==> config.mk <==
export PLATFORM = sky130hd
export DESIGN_NAME = issue
export DESIGN_NICKNAME = d
export VERILOG_FILES = /design/src/design/backend_pkg.sv /design/src/design/issue.sv
export VERILOG_INCLUDE_DIRS = /design/src /design/src/design
export SDC_FILE = /design/constraint.sdc
export NUM_CORES = 1
export LEC_CHECK = 0
export ABC_AREA = 0
export ABC_CLOCK_PERIOD_IN_PS = 4100
export BUFFER_PORTS_ARGS = -buffer_cell sky130_fd_sc_hd__buf_2
export CAP_MARGIN = 5
export CELL_PAD_IN_SITES_DETAIL_PLACEMENT = 1
export CELL_PAD_IN_SITES_GLOBAL_PLACEMENT = 1
export CORE_AREA = 2 2 151 153
export DETAILED_ROUTE_END_ITERATION = 12
export DIE_AREA = 0 0 153 155
export PLACE_DENSITY_LB_ADDON = 0.05
export SLEW_MARGIN = 20
export SYNTH_ARGS = -nofsm -noshare
export SYNTH_HDL_FRONTEND = slang
export SYNTH_SLANG_ARGS = --single-unit
export TNS_END_PERCENT = 20
==> constraint.sdc <==
create_clock -name vclk -period 4.1
set_clock_uncertainty 0.2 [all_clocks]
set_input_delay 0.41 -clock vclk [all_inputs]
set_output_delay 0.41 -clock vclk [all_outputs]
set_load 0.005 [all_outputs]
==> src/design/backend_config.svh <==
`ifndef BACKEND_CONFIG_SVH
`define BACKEND_CONFIG_SVH

// datapath sizes
`define BE_XLEN    32           // data word width
`define BE_NREG    32           // architectural registers, r0 reads zero
`define BE_NSTAGE  3            // ex, m1, m2
`define BE_IMM_W   16           // immediate width before sign extension

// operation encodings as delivered by the frontend decoder
`define BE_OP_W    3
`define BE_OP_ADD  3'd0
`define BE_OP_SUB  3'd1
`define BE_OP_AND  3'd2
`define BE_OP_OR   3'd3
`define BE_OP_XOR  3'd4
`define BE_OP_ADDI 3'd5         // rd = rs1 + sext(imm)
`define BE_OP_LW   3'd6         // rd = mem[rs1 + sext(imm)]
`define BE_OP_SW   3'd7         // mem[rs1 + sext(imm)] = rs2

`endif

==> src/design/backend_pkg.sv <==
`default_nettype none

`include "backend_config.svh"

package backend_pkg;

	typedef logic [`BE_XLEN-1:0]          word_t;
	typedef logic [$clog2(`BE_NREG)-1:0]  reg_addr_t;
	typedef logic [`BE_IMM_W-1:0]         imm_t;

	typedef enum logic [`BE_OP_W-1:0] {
		OP_ADD  = `BE_OP_ADD,
		OP_SUB  = `BE_OP_SUB,
		OP_AND  = `BE_OP_AND,
		OP_OR   = `BE_OP_OR,
		OP_XOR  = `BE_OP_XOR,
		OP_ADDI = `BE_OP_ADDI,
		OP_LW   = `BE_OP_LW,
		OP_SW   = `BE_OP_SW
	} op_e;

	// pipe stages, also the index into stall vectors and forwarding sources
	typedef enum logic [1:0] {EX = 2'd0, M1 = 2'd1, M2 = 2'd2} stage_e;

	// decoded instruction from the frontend
	typedef struct packed {
		op_e       op;
		reg_addr_t rd;
		reg_addr_t rs1;
		reg_addr_t rs2;
		imm_t      imm;
		word_t     pc;
	} inst_t;

	typedef struct packed {
		logic   hit;    // operand comes from a pipe stage, not the regfile
		logic   pipe;
		stage_e stage;
	} fwd_sel_t;

	typedef struct packed {
		logic           valid;
		logic           older;      // first of its issue pair
		op_e            op;
		reg_addr_t      rd;
		imm_t           imm;
		fwd_sel_t [1:0] fwd_sel;    // [0] rs1, [1] rs2
	} ctrl_flow_t;

	typedef struct packed {
		word_t        pc;
		word_t [1:0]  rs_data;      // regfile read data
	} data_flow_t;

	// one stage of a pipe as seen by forwarding
	typedef struct packed {
		logic      valid;   // stage holds an instruction that writes rd
		logic      ready;   // result already known, low for a load before m2
		logic      older;
		reg_addr_t rd;
		word_t     result;
	} fwd_ent_t;

	typedef struct packed {
		fwd_ent_t [`BE_NSTAGE-1:0] ent;
	} fwd_src_t;

	// writeback trace entry
	typedef struct packed {
		logic      valid;
		logic      older;
		reg_addr_t rd;
		word_t     data;
		word_t     pc;
	} wb_t;

	typedef struct packed {
		logic  req;
		logic  we;
		word_t addr;
		word_t wdata;
	} bus_req_t;

	typedef struct packed {
		logic  ack;
		word_t rdata;
	} bus_resp_t;

	function automatic logic be_is_mem(op_e op);
		return (op == OP_LW) || (op == OP_SW);
	endfunction

	// r0 writes are dropped everywhere
	function automatic logic be_writes_rd(op_e op, reg_addr_t rd);
		return (op != OP_SW) && (rd != '0);
	endfunction

endpackage

`default_nettype wire

==> src/design/issue.sv <==
`timescale 1ns/1ps
`default_nettype none

`include "backend_config.svh"

module issue (
	input  backend_pkg::inst_t    [1:0]      inst_i,
	input  logic                  [1:0]      inst_valid_i,
	input  backend_pkg::fwd_src_t [1:0]      fwd_src_i,
	input  logic                             stall_i,      // ex or m1 frozen
	output logic                  [1:0]      issue_o,      // 00, 01 or 11
	output logic                             revert_o,     // slot 0 to pipe 1, slot 1 to pipe 0
	output backend_pkg::fwd_sel_t [1:0][1:0] fwd_sel_o     // [slot][operand]
);
	import backend_pkg::*;

	logic [1:0] is_mem;     // per slot
	logic [1:0] load_use;   // per slot
	logic       raw_dep;    // slot 1 reads slot 0 rd

	function automatic logic uses_rs2(op_e op);
		return !((op == OP_ADDI) || (op == OP_LW));
	endfunction

	// newest producer of rs, oldest stage scanned first so later hits override
	function automatic fwd_sel_t find_src(reg_addr_t rs, fwd_src_t [1:0] src);
		fwd_sel_t sel;
		logic     p;
		sel.hit   = 1'b0;
		sel.pipe  = 1'b0;
		sel.stage = EX;
		for (int s = `BE_NSTAGE - 1; s >= 0; s--) begin
			for (int k = 0; k < 2; k++) begin
				p = src[1].ent[s].older ^ (k == 1); // older pipe of the pair first
				if (src[p].ent[s].valid && (src[p].ent[s].rd == rs) && (rs != '0)) begin
					sel.hit   = 1'b1;
					sel.pipe  = p;
					sel.stage = stage_e'(s);
				end
			end
		end
		return sel;
	endfunction

	// producer found but its value is not there yet
	function automatic logic pending(fwd_sel_t sel, fwd_src_t [1:0] src);
		return sel.hit && !src[sel.pipe].ent[sel.stage].ready;
	endfunction

	always_comb begin
		for (int i = 0; i < 2; i++) begin
			fwd_sel_o[i][0] = find_src(inst_i[i].rs1, fwd_src_i);
			fwd_sel_o[i][1] = find_src(inst_i[i].rs2, fwd_src_i);
			is_mem[i]       = be_is_mem(inst_i[i].op);
			load_use[i]     = pending(fwd_sel_o[i][0], fwd_src_i) ||
			                  (uses_rs2(inst_i[i].op) && pending(fwd_sel_o[i][1], fwd_src_i));
		end
	end

	// every op reads rs1
	assign raw_dep = be_writes_rd(inst_i[0].op, inst_i[0].rd) &&
	                 ((inst_i[1].rs1 == inst_i[0].rd) ||
	                  (uses_rs2(inst_i[1].op) && (inst_i[1].rs2 == inst_i[0].rd)));

	assign issue_o[0] = inst_valid_i[0] & ~stall_i & ~load_use[0];
	assign issue_o[1] = issue_o[0] & inst_valid_i[1] & ~raw_dep &
	                    ~(is_mem[0] & is_mem[1]) & ~load_use[1]; // in order, one mem per pair

	// memory ops only run in pipe 0
	assign revert_o = inst_valid_i[1] & is_mem[1] & ~is_mem[0];

endmodule

`default_nettype wire

---- After elaboration in Yosys (flattened, before gate mapping) ----
Cells that the tools add are included.
storage, ports and cells
  flip-flop bits (word level) ............. 0
  latch bits .............................. 0
  RAM bits ................................ 0
  memory bits (read-only) ................. 0
  output and inout bits ................... 19
  word-level logic and storage cells ...... 192
  memories kept ........................... 0
operators by class
  $add $sub $neg .......................... 0
  $mul .................................... 0
  divide/modulo/power cells ............... 0
  magnitude comparators ................... 14
  eq/ne operators ......................... 33
  shift-type cells ........................ 0
  multiplexer cells ....................... 52
  bitwise gates (word level) .............. 18
  reduce and logical (&&, ||, !) cells .... 75
operators by type and width
  kind                                                                          count
  120-bit 2-to-1 mux                                                            12
  40-bit binary-select mux with 2-bit select                                    4
  80-bit 2-to-1 mux                                                             4
  40-bit 2-to-1 mux                                                             4
  39-bit 2-to-1 mux                                                             4
  5-bit equality test                                                           26
  4-bit 2-to-1 mux                                                              24
  1-bit logical AND                                                             57
  5-bit nonzero test                                                            5
  1-bit by 2-bit less-than comparator with 1-bit output, second input constant  10
  3-bit equality test, second input constant                                    6
  2-bit by 3-bit less-than comparator with 1-bit output, second input constant  4
  1-bit AND                                                                     9
  1-bit inverter                                                                9
  1-bit logical OR                                                              7
  1-bit zero test                                                               6
  3-bit inequality test, second input constant                                  1

---- Depth between registers and ports, before layout ----
Gate-level depths: netlist of run 1.
  depth in word-level cells ............... 25
  depth in mapped cells ................... 13
  mapped depth without buffers ............ 10

---- Worst setup path before layout of run 1 ----
No wires, ideal clock.
  kind .................................... input -> output
  from .................................... input fwd_src_i[197] (netlist name)
  to ...................................... output issue_o[1]
  data arrival time ....................... 2793 ps
  required time ........................... 3490 ps
  path slack .............................. 697 ps
  stages on the path ...................... 13
  buffers on the path ..................... 3
  path through ............................ buf_6 > buf_6 > mux2i_4 > xnor2_1 > nor4_2 > nand4_1 > and2_1 > buf_2 > a2111oi_0 > o32ai_2 > mux2i_1 > nand3_1 > and4_1
RTL lines
  what             line         source
  start, declared  issue.sv:9   input backend_pkg::fwd_src_t [1:0] fwd_src_i,
  end, declared    issue.sv:11  output logic [1:0] issue_o,

---- Worst setup path after layout of run 1 ----
  from .................................... input fwd_src_i[197] (netlist name)
  to ...................................... output issue_o[1]
on the way
  cells in the longest elaborated chain, start to end .. 23
RTL lines
  what                                                    line         source
  80-bit 2-to-1 mux (not written as such) (2 in series)   issue.sv:35  if (src[p].ent[s].valid && (src[p].ent[s].rd == rs) && (rs != '0)) begin
  5-bit equality test                                     issue.sv:35
  1-bit logical AND (2 in series)                         issue.sv:35
  4-bit 2-to-1 mux (4 in series)                          issue.sv:35
  120-bit 2-to-1 mux (not written as such) (2 in series)  issue.sv:47  return sel.hit && !src[sel.pipe].ent[sel.stage].ready;
  40-bit binary-select mux with 2-bit select              issue.sv:47
  39-bit 2-to-1 mux (not written as such)                 issue.sv:47
  1-bit zero test                                         issue.sv:47
  1-bit logical AND                                       issue.sv:47
  1-bit logical AND                                       issue.sv:56  (uses_rs2(inst_i[i].op) && pending(fwd_sel_o[i][1], fwd_src_i));
  1-bit logical OR                                        issue.sv:55  load_use[i] = pending(fwd_sel_o[i][0], fwd_src_i) ||
  1-bit inverter                                          issue.sv:65  assign issue_o[0] = inst_valid_i[0] & ~stall_i & ~load_use[0];
  1-bit AND                                               issue.sv:65
  1-bit AND (3 in series)                                 issue.sv:66  assign issue_o[1] = issue_o[0] & inst_valid_i[1] & ~raw_dep &
  1-bit AND *                                             issue.sv:67  ~(is_mem[0] & is_mem[1]) & ~load_use[1];
Mark *: on every way between the ends. The rest lies on a longest branch, timed or not. The select of a mux whose other input is x is not followed.

==> flow_summary.toml, run 1 <==
[worst_setup_path]
path_common_cell = "buf_4"
crit_path_max_incr_delay_ns = 0.32
crit_start = "fwd_src_i[197]"
crit_chain = "buf_6 -> buf_4 -> buf_4 -> mux2i_4 -> buf_4 -> xnor2_1 -> nor4_1 -> nand4_1 -> buf_4 -> a211oi_2 -> buf_4 -> nand2_1 -> o211ai_1 -> mux2i_1 -> o31ai_1 -> and4_1 -> buf_2"
cpMaxStageDelayCell = "nor4_1"
worstPathArrival_ns = 3.26
cp_max_fo = 8
startpoint_type = "input port"
cp-end-kind = "output pin"
crit_required_ns = 3.49
critPathKind = "in -> out"

[synthesis]
synth.area.top_cells = "xnor2_1 27%, xor2_1 9.0%, mux2i_4 6.3%"
synthCells = 411
synth_warnings = 0
synth_cell_type_count = 55
synth.top_cell.area_share = 0.272
syn-cell-area_um2 = 3220
synth_top_cell_by_area = "xnor2_1"
synth_seq_area_share = 0
syn_area_per_cell_um2 = 7.83
syn_nets = 786

[floorplan]
rows = 55
initial_core_util = 0.145
die_h_um = 155
die_width_um = 153
dieArea_um2 = 23700
ioPinCount = 394
core_um2 = 22200

[layout]
n_antenna_cell = 0
finalNonFillerCells = 866
syn2layout_area_growth_pct = 48.9
final_cell_area_um2 = 4790
nClkBuffers = 0
seq_area_um2 = 0
final_nets = 958
seq_cell_count = 0
drive_gt1_frac = 0.432

[power]
p_comb_frac = 1.000
p_int_mw = 0.279
power_frac_clock = 0
vdd_drop_max_mv = 0.0523
netSwitchingFraction = 0.522
power.density_nw_per_um2 = 122
power_frac_seq = 0
p_leak_nw = 1.93
p_switching_mw = 0.305

[global_route]
grt-ovfl-total = 0
grt_usage = 0.142
antenna_found_initial = 2
grt_max_degree = 17
grt_pass1_wl_um = 25600
grt_pass1_vias = 3938

[sta]
setup_viol = 0
slew_violations = 0
relSlewSlack = 0.614
fmax_ghz = 0.258
worstMarginPinSlew_ns = 0.579
hold_violations = 0
period_minus_slack_ns = 3.87
fin_crit_sh = 0.944

[routing]
routedWlPerCell_um = 19.9
wl_um = 17200
viasPerCell = 4.23
dr.pass1.iters = 4
drtIter0Drc = 94
drc = 0
ant_nets = 0
num_vias = 3659

[hold_path]
worst_hold_path_type = "in -> out"
min-delay-start = "inst_i[65]"

[placement]
dp.cells = 863
place_congestion = 0.778
dpl_cell_area_um2 = 4660
dp_hpwl_um = 15000
numPortBuffers = 98

[run]
cap_violations = 0

[outcome]
status = "finished clean"
layer usage:
metal  global-route usage  routed length [µm]  share of wire
met1                0.211                8950           0.52
met2                0.237                7720           0.45
met3              0.00836                 461          0.027
met4              0.00441                  70         0.0041
met5                    0                  27         0.0016
critical path: cells and delay by family:
kind                      cells  cell delay, ns
xor gates and xnor gates      1            0.06
AOI/OAI and AO/OA             3            0.62
muxes                         2            0.37
and+or+nand+nor               4            0.71
buffers and inverters         7            1.08
path summary, 6_finish.rpt:
path	endpoint	cells past startpoint	slack, ns
worst min-delay path	revert_o	3	0.91
worst max-delay path	issue_o[1]	17	0.23
cell usage in the layout, fill, tap and decap left out, drive strengths merged, types with 2 or more instances in the layout:
cell type / netlist / final
a2111oi: 3 / 3
a211oi: 2 / 2
a21oi: 6 / 6
a31oi: 6 / 6
a32o: 3 / 3
and2: 5 / 5
and3: 6 / 6
and4: 5 / 5
buf: 12 / 200
inv: 9 / 9
mux2: 3 / 3
mux2i: 41 / 41
nand2: 14 / 14
nand2b: 4 / 4
nand3: 20 / 20
nand4: 17 / 17
nor2: 28 / 28
nor2b: 4 / 4
nor3: 7 / 7
nor3b: 2 / 2
nor4: 24 / 24
o2111ai: 3 / 3
o211ai: 3 / 3
o21ai: 7 / 7
o31ai: 3 / 3
o32a: 2 / 2
or2: 3 / 3
or4: 5 / 5
xnor2: 100 / 100
xor2: 33 / 33
cell type report:
type,instances,area [µm²]
fillers,2693,17400
multi-input cells,371,3120
repair buffers,201,1280
inverters,9,33.8
well taps,285,357
power groups by stage:
stage	Combinational (mW)	Clock [mW]	Sequential (mW)
floorplan	0.328	0	0
global placement	0.569	0	0
detailed placement	0.575	0	0
CTS	0.584	0	0
global route	0.638	0	0
finish	0.584	0	0
cell usage after synthesis (2+ instances only):
library cell / instances
xnor2_1: 100
xor2_1: 33
nor2_1: 28
nand3_1: 20
clkbuf_1: 19
mux2i_1: 18
nor4_1: 18
nand4_1: 17
mux2i_2: 14
nand2_1: 14
inv_1: 9
mux2i_4: 9
nor3_1: 7
a21oi_1: 6
a31oi_1: 6
and2_1: 5
and3_1: 5
and4_1: 5
buf_6: 5
nor4_2: 5
o21ai_0: 5
or4_1: 5
buf_1: 4
nand2b_1: 4
nor2b_1: 4
a32o_1: 3
buf_2: 3
mux2_2: 3
o2111ai_1: 3
o211ai_1: 3
a2111oi_0: 2
nor3b_1: 2
o21ai_1: 2
o31ai_1: 2
o32a_1: 2
or2_0: 2
kinds of logic after synthesis:
| family | synth area share |
|---|---|
| AO/OA/AOI/OAI | 0.117 |
| XOR/XNOR | 0.362 |
| buffers and inverters | 0.0595 |
| multiplexers | 0.189 |
| AND/OR/NAND/NOR | 0.272 |
metrics by stage:
step / total power, mW / hold WS (ns) / util / TNS (ns) / setup WS, ns
detailed placement: 0.575 / 0.915 / 0.210 / -0.199 / -0.111
global placement: 0.569 / 0.908 / 0.210 / -0.305 / -0.164
global route: 0.638 / 0.934 / 0.216 / -0.0179 / -0.0179
floorplan: 0.328 / 0.671 / - / 0 / 0.697
finish: 0.584 / 0.909 / 0.216 / 0 / 0.230
CTS: 0.584 / 0.914 / 0.212 / 0 / 0.0393
timing repair:
action	in CTS	in global routing
buffers inserted	0	3
pin swaps	0	8
hold buffers	0	0
endpoints found under the setup margin	2	2
cloned	0	0
hold endpoints to repair	0	0
resized for setup	9	12
No activity file was read; power rests on OpenSTA's default activity.
==> run 2, diff against run 1 <==
==> constraint.sdc (replaced) <==
create_clock -name vclk -period 4.1
set_clock_uncertainty 0.2 [all_clocks]
set_input_delay 0.615 -clock vclk [all_inputs]
set_output_delay 0.615 -clock vclk [all_outputs]
set_load 0.005 [all_outputs]
==> run 2 against run 1 <==
Effect of this change:
- the run now ends with negative setup slack left
- die area is the same
- fmax shrank 9.3%
- worst hold slack improved by 0.41 ns
- wire length rose by 4.0%
- flip-flop and latch count stayed put
- critical endpoint unchanged
- highest routed layer unchanged
==> flow_summary.toml, run 2 (synthesis results as in run 1) <==
[outcome]
status = "complete, but fails checks"
failed_checks = "negative setup slack"

[sta]
fin_ws_ns = -0.168
rsz0062_at_grt = "yes"
slew_violations = 0
fmax_ghz = 0.234
fin_crit_sh = 1.04
setup_viol = 2
relSlewSlack = 0.722
hold_violations = 0
period_minus_slack_ns = 4.27
worstMarginPinSlew_ns = 0.413
holdWs_ns = 1.32
tns_ns = -0.279

[floorplan]
dieArea_um2 = 23700
initial_core_util = 0.145
ioPinCount = 394
core_um2 = 22200
die_width_um = 153
rows = 55
die_h_um = 155

[layout]
final_nets = 1047
syn2layout_area_growth_pct = 79.3
n_antenna_cell = 0
drive_gt1_frac = 0.546
seq_area_um2 = 0
nClkBuffers = 0
seq_cell_count = 0
layout_commonest_cell = "buf_4"
final_cell_mix = "184 x buf_4, 97 x xnor2_1, 95 x buf_2"

[worst_setup_path]
critPathKind = "in -> out"
cp_max_fo = 7
cp-end-kind = "output pin"
worstPathArrival_ns = 3.45
startpoint_type = "input port"
crit_required_ns = 3.28

[cts]
cts_hold_buf = 0

[power]
p_switching_mw = 0.333
power_frac_clock = 0
p_comb_frac = 1.000
fin_total_pwr_mw = 0.693
vdd_drop_max_mv = 0.0465
power_frac_seq = 0
p_int_mw = 0.360
netSwitchingFraction = 0.481
power.density_nw_per_um2 = 120
p_leak_nw = 2.48

[hold_path]
hold_end = "revert_o"
worst_hold_path_type = "in -> out"
min-delay-start = "inst_i[65]"
holdPathStages = 3

[run]
cap_violations = 0

[global_route]
grt_usage = 0.146
antenna_found_initial = 1
grt-ovfl-total = 0
grt_pass1_vias = 4259
grt_pass1_wl_um = 26800
grt_max_degree = 17

[routing]
dr.pass1.iters = 4
viasPerCell = 4.21
num_vias = 4020
drtIter0Drc = 80
drc = 0
ant_nets = 0
routedWlPerCell_um = 18.8
wl_um = 17900

[placement]
preCtsSetupSlack_ns = -0.542
numPortBuffers = 98
dp_hpwl_um = 15600
place_congestion = 0.785
==> run 2: changes by cell type in the layout (fill, tap and decap cells not counted), moves of 3 or more <==
| cell | before | now |
|---|---|---|
| buf_4 | 103 | 184 |
| xnor2_1 | 100 | 97 |
| buf_12 | 0 | 4 |
| mux2i_2 | 13 | 10 |
| nor4_1 | 13 | 9 |
| xnor2_2 | 0 | 3 |
| nor4_2 | 9 | 13 |
| buf_6 | 2 | 5 |
| mux2i_4 | 11 | 16 |
==> run 2: worst max-delay path: stages <==
cell and delay [ns]:
buf_16 0.12, buf_4 0.16, mux2i_4 0.19, buf_4 0.14, xnor2_1 0.12, nor4_1 0.29, nand4_1 0.32, buf_4 0.24
or4b_1 0.48, o2111ai_1 0.13, nor4b_4 0.29, and4_1 0.23, buf_2 0.12
==> run 2: layout make-up <==
class / instances / area, µm²
fill: 2665 / 16500
inverter: 9 / 33.8
multi-input combinational: 371 / 3350
tap: 285 / 357
timing repair buffer: 290 / 2040
==> run 2: power groups by stage <==
stage / Sequential (mW) / Clock [mW] / Combinational (mW)
final: 0 / 0 / 0.693
after detailed placement: 0 / 0 / 0.631
after global routing: 0 / 0 / 0.755
after global placement: 0 / 0 / 0.622
after CTS: 0 / 0 / 0.665
after floorplan: 0 / 0 / 0.328
==> run 2: repair_timing <==
item | 4_1_cts | 5_1_grt
setup endpoints to repair | 3 | 2
hold endpoints to repair | 0 | 0
resized for setup | 35 | 37
pin swaps | 17 | 33
setup buffers | 11 | 15
==> run 2: stage by stage <==
| stage | util | cells | instance area (µm²) |
|---|---|---|---|
| final | 0.260 | 955 | 5770 |
| after global routing | 0.260 | 955 | 5770 |
| after CTS | 0.246 | 942 | 5460 |
| after detailed placement | 0.234 | 931 | 5190 |
| after global placement | 0.234 | 931 | 5190 |
| after floorplan | - | 411 | 3220 |
==> run 2: worst max path at each step <==
stage / from / endpoint / slack (ns)
after global routing: fwd_src_i[237] / issue_o[1] / -0.25
after floorplan: fwd_src_i[197] / issue_o[1] / 0.29
after global placement: fwd_src_i[197] / issue_o[1] / -0.50
final: fwd_src_i[197] / issue_o[1] / -0.17
after CTS: fwd_src_i[197] / issue_o[1] / -0.17
after detailed placement: fwd_src_i[197] / issue_o[1] / -0.54
==> run 2: per-layer routing <==
metal | global-route usage | share of wire | up-vias
met2 | 0.246 | 0.46 | 87
li1 | - | - | 2008
met5 | 0 | 0.00073 | -
met4 | 0.00838 | 0.0068 | 2
met1 | 0.216 | 0.50 | 1917
met3 | 0.00836 | 0.027 | 6
