`src/design/backend_config.svh`:
```
`ifndef BACKEND_CONFIG_SVH
`define BACKEND_CONFIG_SVH

// datapath sizes
`define BE_XLEN    32           // data word width
`define BE_NREG    32           // architectural registers, r0 reads zero
`define BE_NSTAGE  3            // ex, m1, m2
`define BE_IMM_W   16           // immediate width before sign extension

// operation encodings as delivered by the frontend decoder
`define BE_OP_W    3
`define BE_OP_ADD  3'd0
`define BE_OP_SUB  3'd1
`define BE_OP_AND  3'd2
`define BE_OP_OR   3'd3
`define BE_OP_XOR  3'd4
`define BE_OP_ADDI 3'd5         // rd = rs1 + sext(imm)
`define BE_OP_LW   3'd6         // rd = mem[rs1 + sext(imm)]
`define BE_OP_SW   3'd7         // mem[rs1 + sext(imm)] = rs2

`endif

```
`src/design/backend_pkg.sv`:
```
`default_nettype none

`include "backend_config.svh"

package backend_pkg;

	typedef logic [`BE_XLEN-1:0]          word_t;
	typedef logic [$clog2(`BE_NREG)-1:0]  reg_addr_t;
	typedef logic [`BE_IMM_W-1:0]         imm_t;

	typedef enum logic [`BE_OP_W-1:0] {
		OP_ADD  = `BE_OP_ADD,
		OP_SUB  = `BE_OP_SUB,
		OP_AND  = `BE_OP_AND,
		OP_OR   = `BE_OP_OR,
		OP_XOR  = `BE_OP_XOR,
		OP_ADDI = `BE_OP_ADDI,
		OP_LW   = `BE_OP_LW,
		OP_SW   = `BE_OP_SW
	} op_e;

	// pipe stages, also the index into stall vectors and forwarding sources
	typedef enum logic [1:0] {EX = 2'd0, M1 = 2'd1, M2 = 2'd2} stage_e;

	// decoded instruction from the frontend
	typedef struct packed {
		op_e       op;
		reg_addr_t rd;
		reg_addr_t rs1;
		reg_addr_t rs2;
		imm_t      imm;
		word_t     pc;
	} inst_t;

	typedef struct packed {
		logic   hit;    // operand comes from a pipe stage, not the regfile
		logic   pipe;
		stage_e stage;
	} fwd_sel_t;

	typedef struct packed {
		logic           valid;
		logic           older;      // first of its issue pair
		op_e            op;
		reg_addr_t      rd;
		imm_t           imm;
		fwd_sel_t [1:0] fwd_sel;    // [0] rs1, [1] rs2
	} ctrl_flow_t;

	typedef struct packed {
		word_t        pc;
		word_t [1:0]  rs_data;      // regfile read data
	} data_flow_t;

	// one stage of a pipe as seen by forwarding
	typedef struct packed {
		logic      valid;   // stage holds an instruction that writes rd
		logic      ready;   // result already known, low for a load before m2
		logic      older;
		reg_addr_t rd;
		word_t     result;
	} fwd_ent_t;

	typedef struct packed {
		fwd_ent_t [`BE_NSTAGE-1:0] ent;
	} fwd_src_t;

	// writeback trace entry
	typedef struct packed {
		logic      valid;
		logic      older;
		reg_addr_t rd;
		word_t     data;
		word_t     pc;
	} wb_t;

	typedef struct packed {
		logic  req;
		logic  we;
		word_t addr;
		word_t wdata;
	} bus_req_t;

	typedef struct packed {
		logic  ack;
		word_t rdata;
	} bus_resp_t;

	function automatic logic be_is_mem(op_e op);
		return (op == OP_LW) || (op == OP_SW);
	endfunction

	// r0 writes are dropped everywhere
	function automatic logic be_writes_rd(op_e op, reg_addr_t rd);
		return (op != OP_SW) && (rd != '0);
	endfunction

endpackage

`default_nettype wire

```
`src/design/mem_port.sv`:
```
`timescale 1ns/1ps
`default_nettype none

module mem_port (
	input  logic                   clk,
	input  logic                   rst_n_i,
	input  logic                   start_i,    // m1 holds a memory op
	input  logic                   we_i,
	input  backend_pkg::word_t     addr_i,
	input  backend_pkg::word_t     wdata_i,
	output logic                   done_o,     // one cycle, ack has dropped
	output backend_pkg::word_t     rdata_o,
	output backend_pkg::bus_req_t  bus_req_o,
	input  backend_pkg::bus_resp_t bus_resp_i
);
	import backend_pkg::*;

	typedef enum logic [1:0] {IDLE, REQ, RELEASE} state_e;

	state_e state_q, state_d;
	logic   we_q;
	word_t  addr_q, wdata_q, rdata_q;

	always_comb begin
		state_d = state_q;
		case (state_q)
			IDLE:    if (start_i && !bus_resp_i.ack) state_d = REQ;  // previous ack must be gone
			REQ:     if (bus_resp_i.ack) state_d = RELEASE;
			RELEASE: if (!bus_resp_i.ack) state_d = IDLE;
			default: state_d = IDLE;
		endcase
	end

	always_ff @(posedge clk or negedge rst_n_i) begin
		if (!rst_n_i) state_q <= IDLE;
		else state_q <= state_d;
	end

	// request fields frozen for the whole req phase
	always_ff @(posedge clk) begin
		if ((state_q == IDLE) && (state_d == REQ)) begin
			we_q    <= we_i;
			addr_q  <= addr_i;
			wdata_q <= wdata_i;
		end
		if ((state_q == REQ) && bus_resp_i.ack) rdata_q <= bus_resp_i.rdata; // valid with ack
	end

	always_comb begin
		bus_req_o.req   = (state_q == REQ);
		bus_req_o.we    = we_q;
		bus_req_o.addr  = addr_q;
		bus_req_o.wdata = wdata_q;
	end

	assign done_o  = (state_q == RELEASE) && !bus_resp_i.ack;
	assign rdata_o = rdata_q;

endmodule

`default_nettype wire

```
`src/design/backend_pipeline.sv`:
```
`timescale 1ns/1ps
`default_nettype none

`include "backend_config.svh"

module backend_pipeline #(
	parameter bit MAIN_PIPE = 1'b1      // pipe 0 owns the memory path
) (
	input  logic                         clk,
	input  logic                         rst_n_i,
	input  logic [`BE_NSTAGE-1:0]        stall_vec_i,   // indexed by stage_e
	input  logic                         issue_i,
	input  backend_pkg::ctrl_flow_t      ctrl_flow_i,
	input  backend_pkg::data_flow_t      data_flow_i,
	input  backend_pkg::fwd_src_t  [1:0] fwd_src_i,
	output logic [`BE_NSTAGE-1:0]        stall_req_o,
	output backend_pkg::fwd_src_t        fwd_src_o,
	output backend_pkg::wb_t             wb_o,
	output backend_pkg::bus_req_t        bus_req_o,
	input  backend_pkg::bus_resp_t       bus_resp_i
);
	import backend_pkg::*;

	typedef struct packed {
		logic      older;
		op_e       op;
		reg_addr_t rd;
		imm_t      imm;
		word_t     pc;
		word_t     a;       // rs1 value
		word_t     b;       // rs2 value, store data for sw
	} ex_t;

	typedef struct packed {
		logic      older;
		op_e       op;
		reg_addr_t rd;
		word_t     pc;
		word_t     result;  // alu result or memory address
		word_t     sdata;
	} mem_t;

	logic  ex_valid_q, m1_valid_q, m2_valid_q;
	ex_t   ex_d, ex_q;
	mem_t  m1_d, m1_q, m2_d, m2_q;
	word_t imm_ext;
	word_t alu_res;
	logic  mem_done;
	word_t mem_rdata;

	function automatic word_t pick(fwd_sel_t sel, word_t rf, fwd_src_t [1:0] src);
		return sel.hit ? src[sel.pipe].ent[sel.stage].result : rf;
	endfunction

	// operand select at the ex boundary
	always_comb begin
		ex_d.older = ctrl_flow_i.older;
		ex_d.op    = ctrl_flow_i.op;
		ex_d.rd    = ctrl_flow_i.rd;
		ex_d.imm   = ctrl_flow_i.imm;
		ex_d.pc    = data_flow_i.pc;
		ex_d.a     = pick(ctrl_flow_i.fwd_sel[0], data_flow_i.rs_data[0], fwd_src_i);
		ex_d.b     = pick(ctrl_flow_i.fwd_sel[1], data_flow_i.rs_data[1], fwd_src_i);
	end

	assign imm_ext = {{(`BE_XLEN - `BE_IMM_W){ex_q.imm[`BE_IMM_W-1]}}, ex_q.imm};

	always_comb begin
		case (ex_q.op)
			OP_ADD:  alu_res = ex_q.a + ex_q.b;
			OP_SUB:  alu_res = ex_q.a - ex_q.b;
			OP_AND:  alu_res = ex_q.a & ex_q.b;
			OP_OR:   alu_res = ex_q.a | ex_q.b;
			OP_XOR:  alu_res = ex_q.a ^ ex_q.b;
			default: alu_res = ex_q.a + imm_ext;   // addi, lw/sw address
		endcase
	end

	always_comb begin
		m1_d.older  = ex_q.older;
		m1_d.op     = ex_q.op;
		m1_d.rd     = ex_q.rd;
		m1_d.pc     = ex_q.pc;
		m1_d.result = alu_res;
		m1_d.sdata  = ex_q.b;
		m2_d        = m1_q;
		if (m1_q.op == OP_LW) m2_d.result = mem_rdata; // load data joins in m2
	end

	// a stage that is frozen while the next one moves hands on a bubble
	always_ff @(posedge clk or negedge rst_n_i) begin
		if (!rst_n_i) begin
			ex_valid_q <= 1'b0;
			m1_valid_q <= 1'b0;
			m2_valid_q <= 1'b0;
		end else begin
			if (!stall_vec_i[EX]) ex_valid_q <= issue_i & ctrl_flow_i.valid;
			if (!stall_vec_i[M1]) m1_valid_q <= ex_valid_q & ~stall_vec_i[EX];
			if (!stall_vec_i[M2]) m2_valid_q <= m1_valid_q & ~stall_vec_i[M1];
		end
	end

	always_ff @(posedge clk) begin
		if (!stall_vec_i[EX] && issue_i) ex_q <= ex_d;
		if (!stall_vec_i[M1]) m1_q <= m1_d;
		if (!stall_vec_i[M2]) m2_q <= m2_d;
	end

	if (MAIN_PIPE) begin : g_mem
		mem_port u_mem_port (
			.clk        (clk),
			.rst_n_i    (rst_n_i),
			.start_i    (m1_valid_q & be_is_mem(m1_q.op)),
			.we_i       (m1_q.op == OP_SW),
			.addr_i     (m1_q.result),
			.wdata_i    (m1_q.sdata),
			.done_o     (mem_done),
			.rdata_o    (mem_rdata),
			.bus_req_o  (bus_req_o),
			.bus_resp_i (bus_resp_i)
		);
	end else begin : g_no_mem
		assign mem_done  = 1'b0;  // no memory ops reach this pipe
		assign mem_rdata = '0;
		assign bus_req_o = '0;
	end

	// m1 holds a memory op until the handshake is over
	always_comb begin
		stall_req_o     = '0;
		stall_req_o[M1] = MAIN_PIPE && m1_valid_q && be_is_mem(m1_q.op) && !mem_done;
	end

	always_comb begin
		fwd_src_o.ent[EX].valid  = ex_valid_q & be_writes_rd(ex_q.op, ex_q.rd);
		fwd_src_o.ent[EX].ready  = (ex_q.op != OP_LW);
		fwd_src_o.ent[EX].older  = ex_q.older;
		fwd_src_o.ent[EX].rd     = ex_q.rd;
		fwd_src_o.ent[EX].result = alu_res;
		fwd_src_o.ent[M1].valid  = m1_valid_q & be_writes_rd(m1_q.op, m1_q.rd);
		fwd_src_o.ent[M1].ready  = (m1_q.op != OP_LW);
		fwd_src_o.ent[M1].older  = m1_q.older;
		fwd_src_o.ent[M1].rd     = m1_q.rd;
		fwd_src_o.ent[M1].result = m1_q.result;
		fwd_src_o.ent[M2].valid  = m2_valid_q & be_writes_rd(m2_q.op, m2_q.rd);
		fwd_src_o.ent[M2].ready  = 1'b1;             // everything is known by m2
		fwd_src_o.ent[M2].older  = m2_q.older;
		fwd_src_o.ent[M2].rd     = m2_q.rd;
		fwd_src_o.ent[M2].result = m2_q.result;
	end

	// m2 is the writeback stage
	always_comb begin
		wb_o.valid = m2_valid_q & be_writes_rd(m2_q.op, m2_q.rd);
		wb_o.older = m2_q.older;
		wb_o.rd    = m2_q.rd;
		wb_o.data  = m2_q.result;
		wb_o.pc    = m2_q.pc;
	end

endmodule

`default_nettype wire

```
`config.mk`:
```
export PLATFORM = sky130hd
export DESIGN_NAME = backend_pipeline
export DESIGN_NICKNAME = d
export VERILOG_FILES = /design/src/design/backend_pkg.sv /design/src/design/mem_port.sv /design/src/design/backend_pipeline.sv
export VERILOG_INCLUDE_DIRS = /design/src /design/src/design
export SDC_FILE = /design/constraint.sdc
export NUM_CORES = 1
export LEC_CHECK = 0
export BUFFER_PORTS_ARGS = -buffer_cell sky130_fd_sc_hd__buf_2
export CORE_MARGIN = 4
export CORE_UTILIZATION = 35
export DETAILED_ROUTE_END_ITERATION = 7
export GPL_ROUTABILITY_DRIVEN = 0
export PLACE_DENSITY = 0.6
export SETUP_SLACK_MARGIN = 0.1
export SYNTH_ARGS = -nofsm -noshare
export SYNTH_HDL_FRONTEND = slang
export SYNTH_SLANG_ARGS = --single-unit
```
`constraint.sdc`:
```
create_clock -name clk -period 9.2 [get_ports clk]
set_clock_uncertainty 0.2 [all_clocks]
set_input_delay 0.92 -clock clk [delete_from_list [all_inputs] [get_ports clk]]
set_output_delay 0.92 -clock clk [all_outputs]
set_load 0.01 [all_outputs]
```
## After elaboration in Yosys (flattened, before gate mapping)

Cells that the tools add are included.

| word-level totals | value |
|---|---|
| register bits after elaboration | 401 |
| bits in latches | 0 |
| memory bits (writable) | 0 |
| memory bits (read-only) | 0 |
| output and inout port bits | 260 |
| memories kept | 0 |

| operators by class | value |
|---|---|
| add/subtract/negate cells | 3 |
| multiply operators | 0 |
| divide/modulo/power cells | 0 |
| magnitude comparators | 4 |
| eq/ne operators | 14 |
| shift-type cells | 0 |
| muxes and demuxes | 16 |
| bitwise logic cells | 12 |
| reduce and logical (&&, ||, !) cells | 19 |

Operators by type and width:

| cell | number |
|---|---|
| $mux 120 | 4 |
| $bmux 40 s2 | 2 |
| $mux 32 | 5 |
| $pmux 32 s5 | 1 |
| $add 32x32->32 | 2 |
| $and 32x32->32 | 1 |
| $or 32x32->32 | 1 |
| $sub 32x32->32 | 1 |
| $xor 32x32->32 | 1 |
| $ne 3x3->1 const B | 5 |
| $reduce_bool 5->1 | 3 |
| $logic_and 1x1->1 | 10 |
| $eq 3x3->1 const B | 3 |
| $and 1x1->1 | 7 |
| $eq 3x2->1 const B | 2 |
| $lt 2x3->1 const B | 2 |
| $mux 2 | 3 |
| $pmux 2 s3 | 1 |
| $eq 2x1->1 const B | 2 |
| $lt 1x2->1 const B | 2 |
| $eq 3x1->1 const B | 1 |
| $logic_not 1->1 | 3 |
| $logic_not 3->1 | 1 |
| $eq 2x2->1 const B | 1 |
| other kinds (3) | 4 |

## Longest topological paths before layout

| depth | value |
|---|---|
| word-level depth | 8 |
| depth in mapped cells | 19 |

## Cells and area by module

From an unflattened synthesis, not the netlist that was laid out.

| unflattened totals | value |
|---|---|
| cells, all modules | 1725 |
| area total of the unflattened synthesis | 21907.3 sq um |

Modules (own cells, without submodules):

| module | times used | cells each | area an instance (sq um) |
|---|---|---|---|
| backend_pipeline | 1 | 1617 | 18884.4 |
| mem_port | 1 | 108 | 3022.9 |

## Least setup slack after synthesis

Ideal clock, no wire load.

| path | value |
|---|---|
| path type | input port to flip-flop |
| start | input bus_resp_i[32] (netlist bit) |
| end | register g_mem.u_mem_port.addr_q[0], enable pin |
| library setup time | 0.649 ns |
| data arrival time | 7.136 ns |
| required time | 8.351 ns |
| slack | 1.215 ns |
| cell stages on the path | 1 |
| cells stage by stage | nor4_1 |

| between the ends | value |
|---|---|
| word-level cells in the longest chain between the ends | 6 |
| elaborated cells between the ends (all ways) | 8 |
| classes of those cells | eq/ne (1); mux (4); reduce/logical (3) |

Ends and longest elaborated chain:

| item | RTL line | text |
|---|---|---|
| from (decl) | backend_pipeline.sv:20 | `input backend_pkg::bus_resp_t bus_resp_i` |
| $logic_not 1->1 | n/a |  |
| $logic_and 1x1->1 | mem_port.sv:27 | `IDLE: if (start_i && !bus_resp_i.ack) state_d = REQ;` |
| $mux 2 | mem_port.sv:27 |  |
| $pmux 2 s3 * | mem_port.sv:26 | `case (state_q)` |
| $eq 2x1->1 * | mem_port.sv:41 | `if ((state_q == IDLE) && (state_d == REQ)) begin` |
| $logic_and 1x1->1 * | mem_port.sv:41 |  |
| to (signal assigned) | mem_port.sv:43 | `addr_q <= addr_i;` |
| to (decl) | mem_port.sv:22 | `word_t addr_q, wdata_q, rdata_q;` |

Mark *: on every way between the ends. The rest lies on a longest branch, timed or not.
A chain may end at the register's enable or synchronous reset.

==> flow_summary.yaml <==
route:
  ant_nets: 0
  routedWlPerCell_um: 21.7
  drt_iter0_markers: 1267
  vias: 15600
  via_per_inst: 5.13
  drt_first_pass_iters: 6
  final_wirelength_mm: 66.1
  number_of_remaining_drc_errors: 0
logic_synthesis:
  synthFlopType: "sky130_fd_sc_hd__edfxtp_1"
  ys_types: 63
  synthArstFlopShare: 0.0125
  netlist_top_cells_count: "sky130_fd_sc_hd__edfxtp_1, sky130_fd_sc_hd__buf_4, sky130_fd_sc_hd__a21oi_1"
  number_of_register_bits_inferred_by_synthesis: 401
  cells_taking_the_most_area_after_synthesis: "sky130_fd_sc_hd__edfxtp_1, sky130_fd_sc_hd__mux4_2, sky130_fd_sc_hd__ha_1"
  post-synth-top-area-fraction: 0.544
  yosysMostFrequentCell: "sky130_fd_sc_hd__edfxtp_1"
  post-synth-top-area-cell: "sky130_fd_sc_hd__edfxtp_1"
  yosysSeqAreaShare: 0.549
  syn_area_um2: 21900
  yosys_warnings: 0
  synth_enable_flop_cells: 396
  postSynthAreaPerCell_um2: 12.7
  post_synth_inst_count: 1717
place:
  dp_hpwl_mm: 50.9
  placed_cells: 2952
  io_buf_count: 617
worst_setup_path:
  critical_path_depth: 16
  critical_path.max_stage_delay_ps: 510
  cpLargestDelayFamily: "compound AO/OA/AOI/OAI gates"
  cp.buffers_inverters: 1
  worst_path_cell_chain: "or3_1 -> or3_1 -> nor3_1 -> nand2_1 -> ha_1 -> nand2_1 -> o21ai_0 -> ha_1 -> nand4_1 -> a211oi_1 -> o211ai_1 -> o21ai_1 -> a31oi_1 -> xor2_1 -> o21ai_1 -> buf_2"
  worst_setup_path_start_kind: "register"
  timing.setup.critical_path_class: "reg -> out"
  critPathCaptureType: "primary output"
  data_required_time_at_the_worst_endpoint_ps: 8080
  timing.critical_path.slowest_stage_cell: "sky130_fd_sc_hd__ha_1"
  ff2ff_path_depth: 15
  path_max_fanout: 8
  timing.critical_path.arrival_ps: 5640
global_route:
  grt_antenna_before_repair: 14
  grt_start_max_net_pins: 71
  grt_pass1_vias: 15800
  first_pass_grt_wire_length_mm: 96.9
  grt_resource_usage_total: 0.189
  grt_overflow_total: 0
cts:
  postCtsResizedCells: 0
  cts_clock_pin_slew_for_the_worst_setup_and_hold_paths_ps: 60
  clock_path_buffers: 3
  tritoncts.num_buffers: 45
  htreeDepth: 2
  clock_tree.root_cell: "sky130_fd_sc_hd__clkbuf_16"
  clock_sink_count: 401
  clk-insertion-delay-late_ps: 570
  tritoncts: "yes"
floorplanning:
  initial_core_utilization: 0.354
  floorplan.rows: 91
  area_of_the_die_um2: 66600
  ios: 669
  area_of_the_core_region_um2: 61800
  die_width_um: 258
  dieHeight_um: 258
layout:
  finalNonFillerCells: 3044
  nNetsFinal: 2671
  area.sequential_um2: 12000
  fin_util: 0.424
  filler_cell_count: 5809
  area.growth.synth_to_final_pct: 19.9
  post_route_cells_drive_above_1_share: 0.403
  multi_input_comb_area_um2: 8060
outcome:
  outcome: "complete, no violations"
run:
  cap_violations: 0
timing:
  final_max_slew_viol_count: 0
  grt_setup_unrepaired: "false"
  min_period_ps: 6760
  final_setup_vio_count: 0
  finalSetupTns_ps: 0
  slew_headroom: 0.175
  hold_fails_final_rpt: 0
  clock.fmax_mhz: 148
  fin_crit_sh: 0.734
  timing_worst_slew_pin_value_ps: 1240
power:
  leakage_nw: 10.5
  max-vdd-ir-drop_mv: 0.108
  powerDensity_nw_per_um2: 194
worst_hold_path:
  hold_class: "reg -> reg"
  cell_depth_of_the_worst_hold_path: 0
## logic make-up after synthesis
kind of cell	share of synthesized area
compound gates	0.105
xor+xnor	0.0264
fa+ha+maj	0.0570
buf+inv	0.0833
flops	0.549
mux	0.117
other cells	0.000343
simple gates	0.0614
## final timing paths
path                            startpoint                     endpoint  slack [ps]
min in group asynchronous          rst_n_i                   ex_valid_q         510
worst min-delay path              m1_q[78]                     wb_o[14]         210
worst max register to register   ex_q[100]                fwd_src_o[62]        3880
worst max-delay path             ex_q[100]                fwd_src_o[22]        2440
worst min register to register    m1_q[78]                     wb_o[14]         210
max in group asynchronous          rst_n_i  g_mem.u_mem_port.state_q[1]        8150
## flip-flops by register name (all words and copies together), names as in the netlist, 2 cells and up
| name | flops |
|---|---|
| ex_q | 115 |
| fwd_src_o | 82 |
| m1_q | 67 |
| g_mem.u_mem_port.addr_q | 32 |
| g_mem.u_mem_port.rdata_o | 32 |
| g_mem.u_mem_port.wdata_q | 32 |
| wb_o | 32 |
| m2_q | 3 |
| g_mem.u_mem_port.state_q | 2 |
## stage by stage
step | worst slack [ps] | hold slack (ps) | cell area [um^2] | power [W]
global placement | 2980 | 202 | 24700 | 0.00330
CTS | 2280 | 215 | 26200 | 0.00516
finish | 2440 | 214 | 26200 | 0.00509
detailed placement | 2950 | 205 | 24700 | 0.00332
global route | 2090 | 220 | 26200 | 0.00533
floorplan | 1220 | 200 | 21900 | 0.00296
## power breakdown
part | internal [W] | leakage [nW] | switching, W
clock | 0.00109 | 0.726 | 0.000727
combinational | 0.000413 | 5.95 | 0.000586
sequential | 0.00218 | 3.82 | 0.0000943
## cell usage in the layout, fill, tap and decap left out, drive strengths merged, types with 6 or more instances in the layout
master | netlist | layout
nand3 | 10 | 10
buf | 179 | 638
and3 | 9 | 9
a22oi | 65 | 65
nor4 | 12 | 12
nor2b | 12 | 12
clkinv | 0 | 17
a21oi | 150 | 150
nand2 | 54 | 54
mux2 | 96 | 96
a31oi | 18 | 18
xor2 | 16 | 16
edfxtp | 396 | 396
a21o | 11 | 11
o21ai | 60 | 60
ha | 98 | 98
o21a | 7 | 7
nand4 | 6 | 6
o22ai | 15 | 15
nor2 | 134 | 134
mux4 | 64 | 64
nor3 | 14 | 14
and2 | 7 | 7
nand2b | 7 | 7
a211oi | 18 | 18
clkbuf | 62 | 51
xnor2 | 50 | 50
inv | 83 | 86
diode | 0 | 11
bufinv | 0 | 6
## layout make-up
class	count	area share
Timing Repair Buffer	639	0.124
Sequential cell	401	0.458
Inverter	83	0.0121
Antenna cell	11	0.00105
Tap cell	837	0.0399
Clock buffer	51	0.0446
Multi-Input combinational cell	993	0.307
Clock inverter	29	0.0126
## what timing repair did
action / in CTS / in global routing
setup buffers: 0 / 0
endpoints found under the hold margin: 5 / 0
hold buffers: 1 / 0
## layer usage
| metal | up-vias | GRT usage | wire length [um] |
|---|---|---|---|
| li1 | 7194 | - | - |
| met1 | 7618 | 0.243 | 27500 |
| met2 | 691 | 0.322 | 32100 |
| met3 | 109 | 0.0426 | 4910 |
| met4 | 8 | 0.0497 | 1490 |
| met5 | - | 0 | 54 |
No activity file was read; power rests on OpenSTA's default activity.
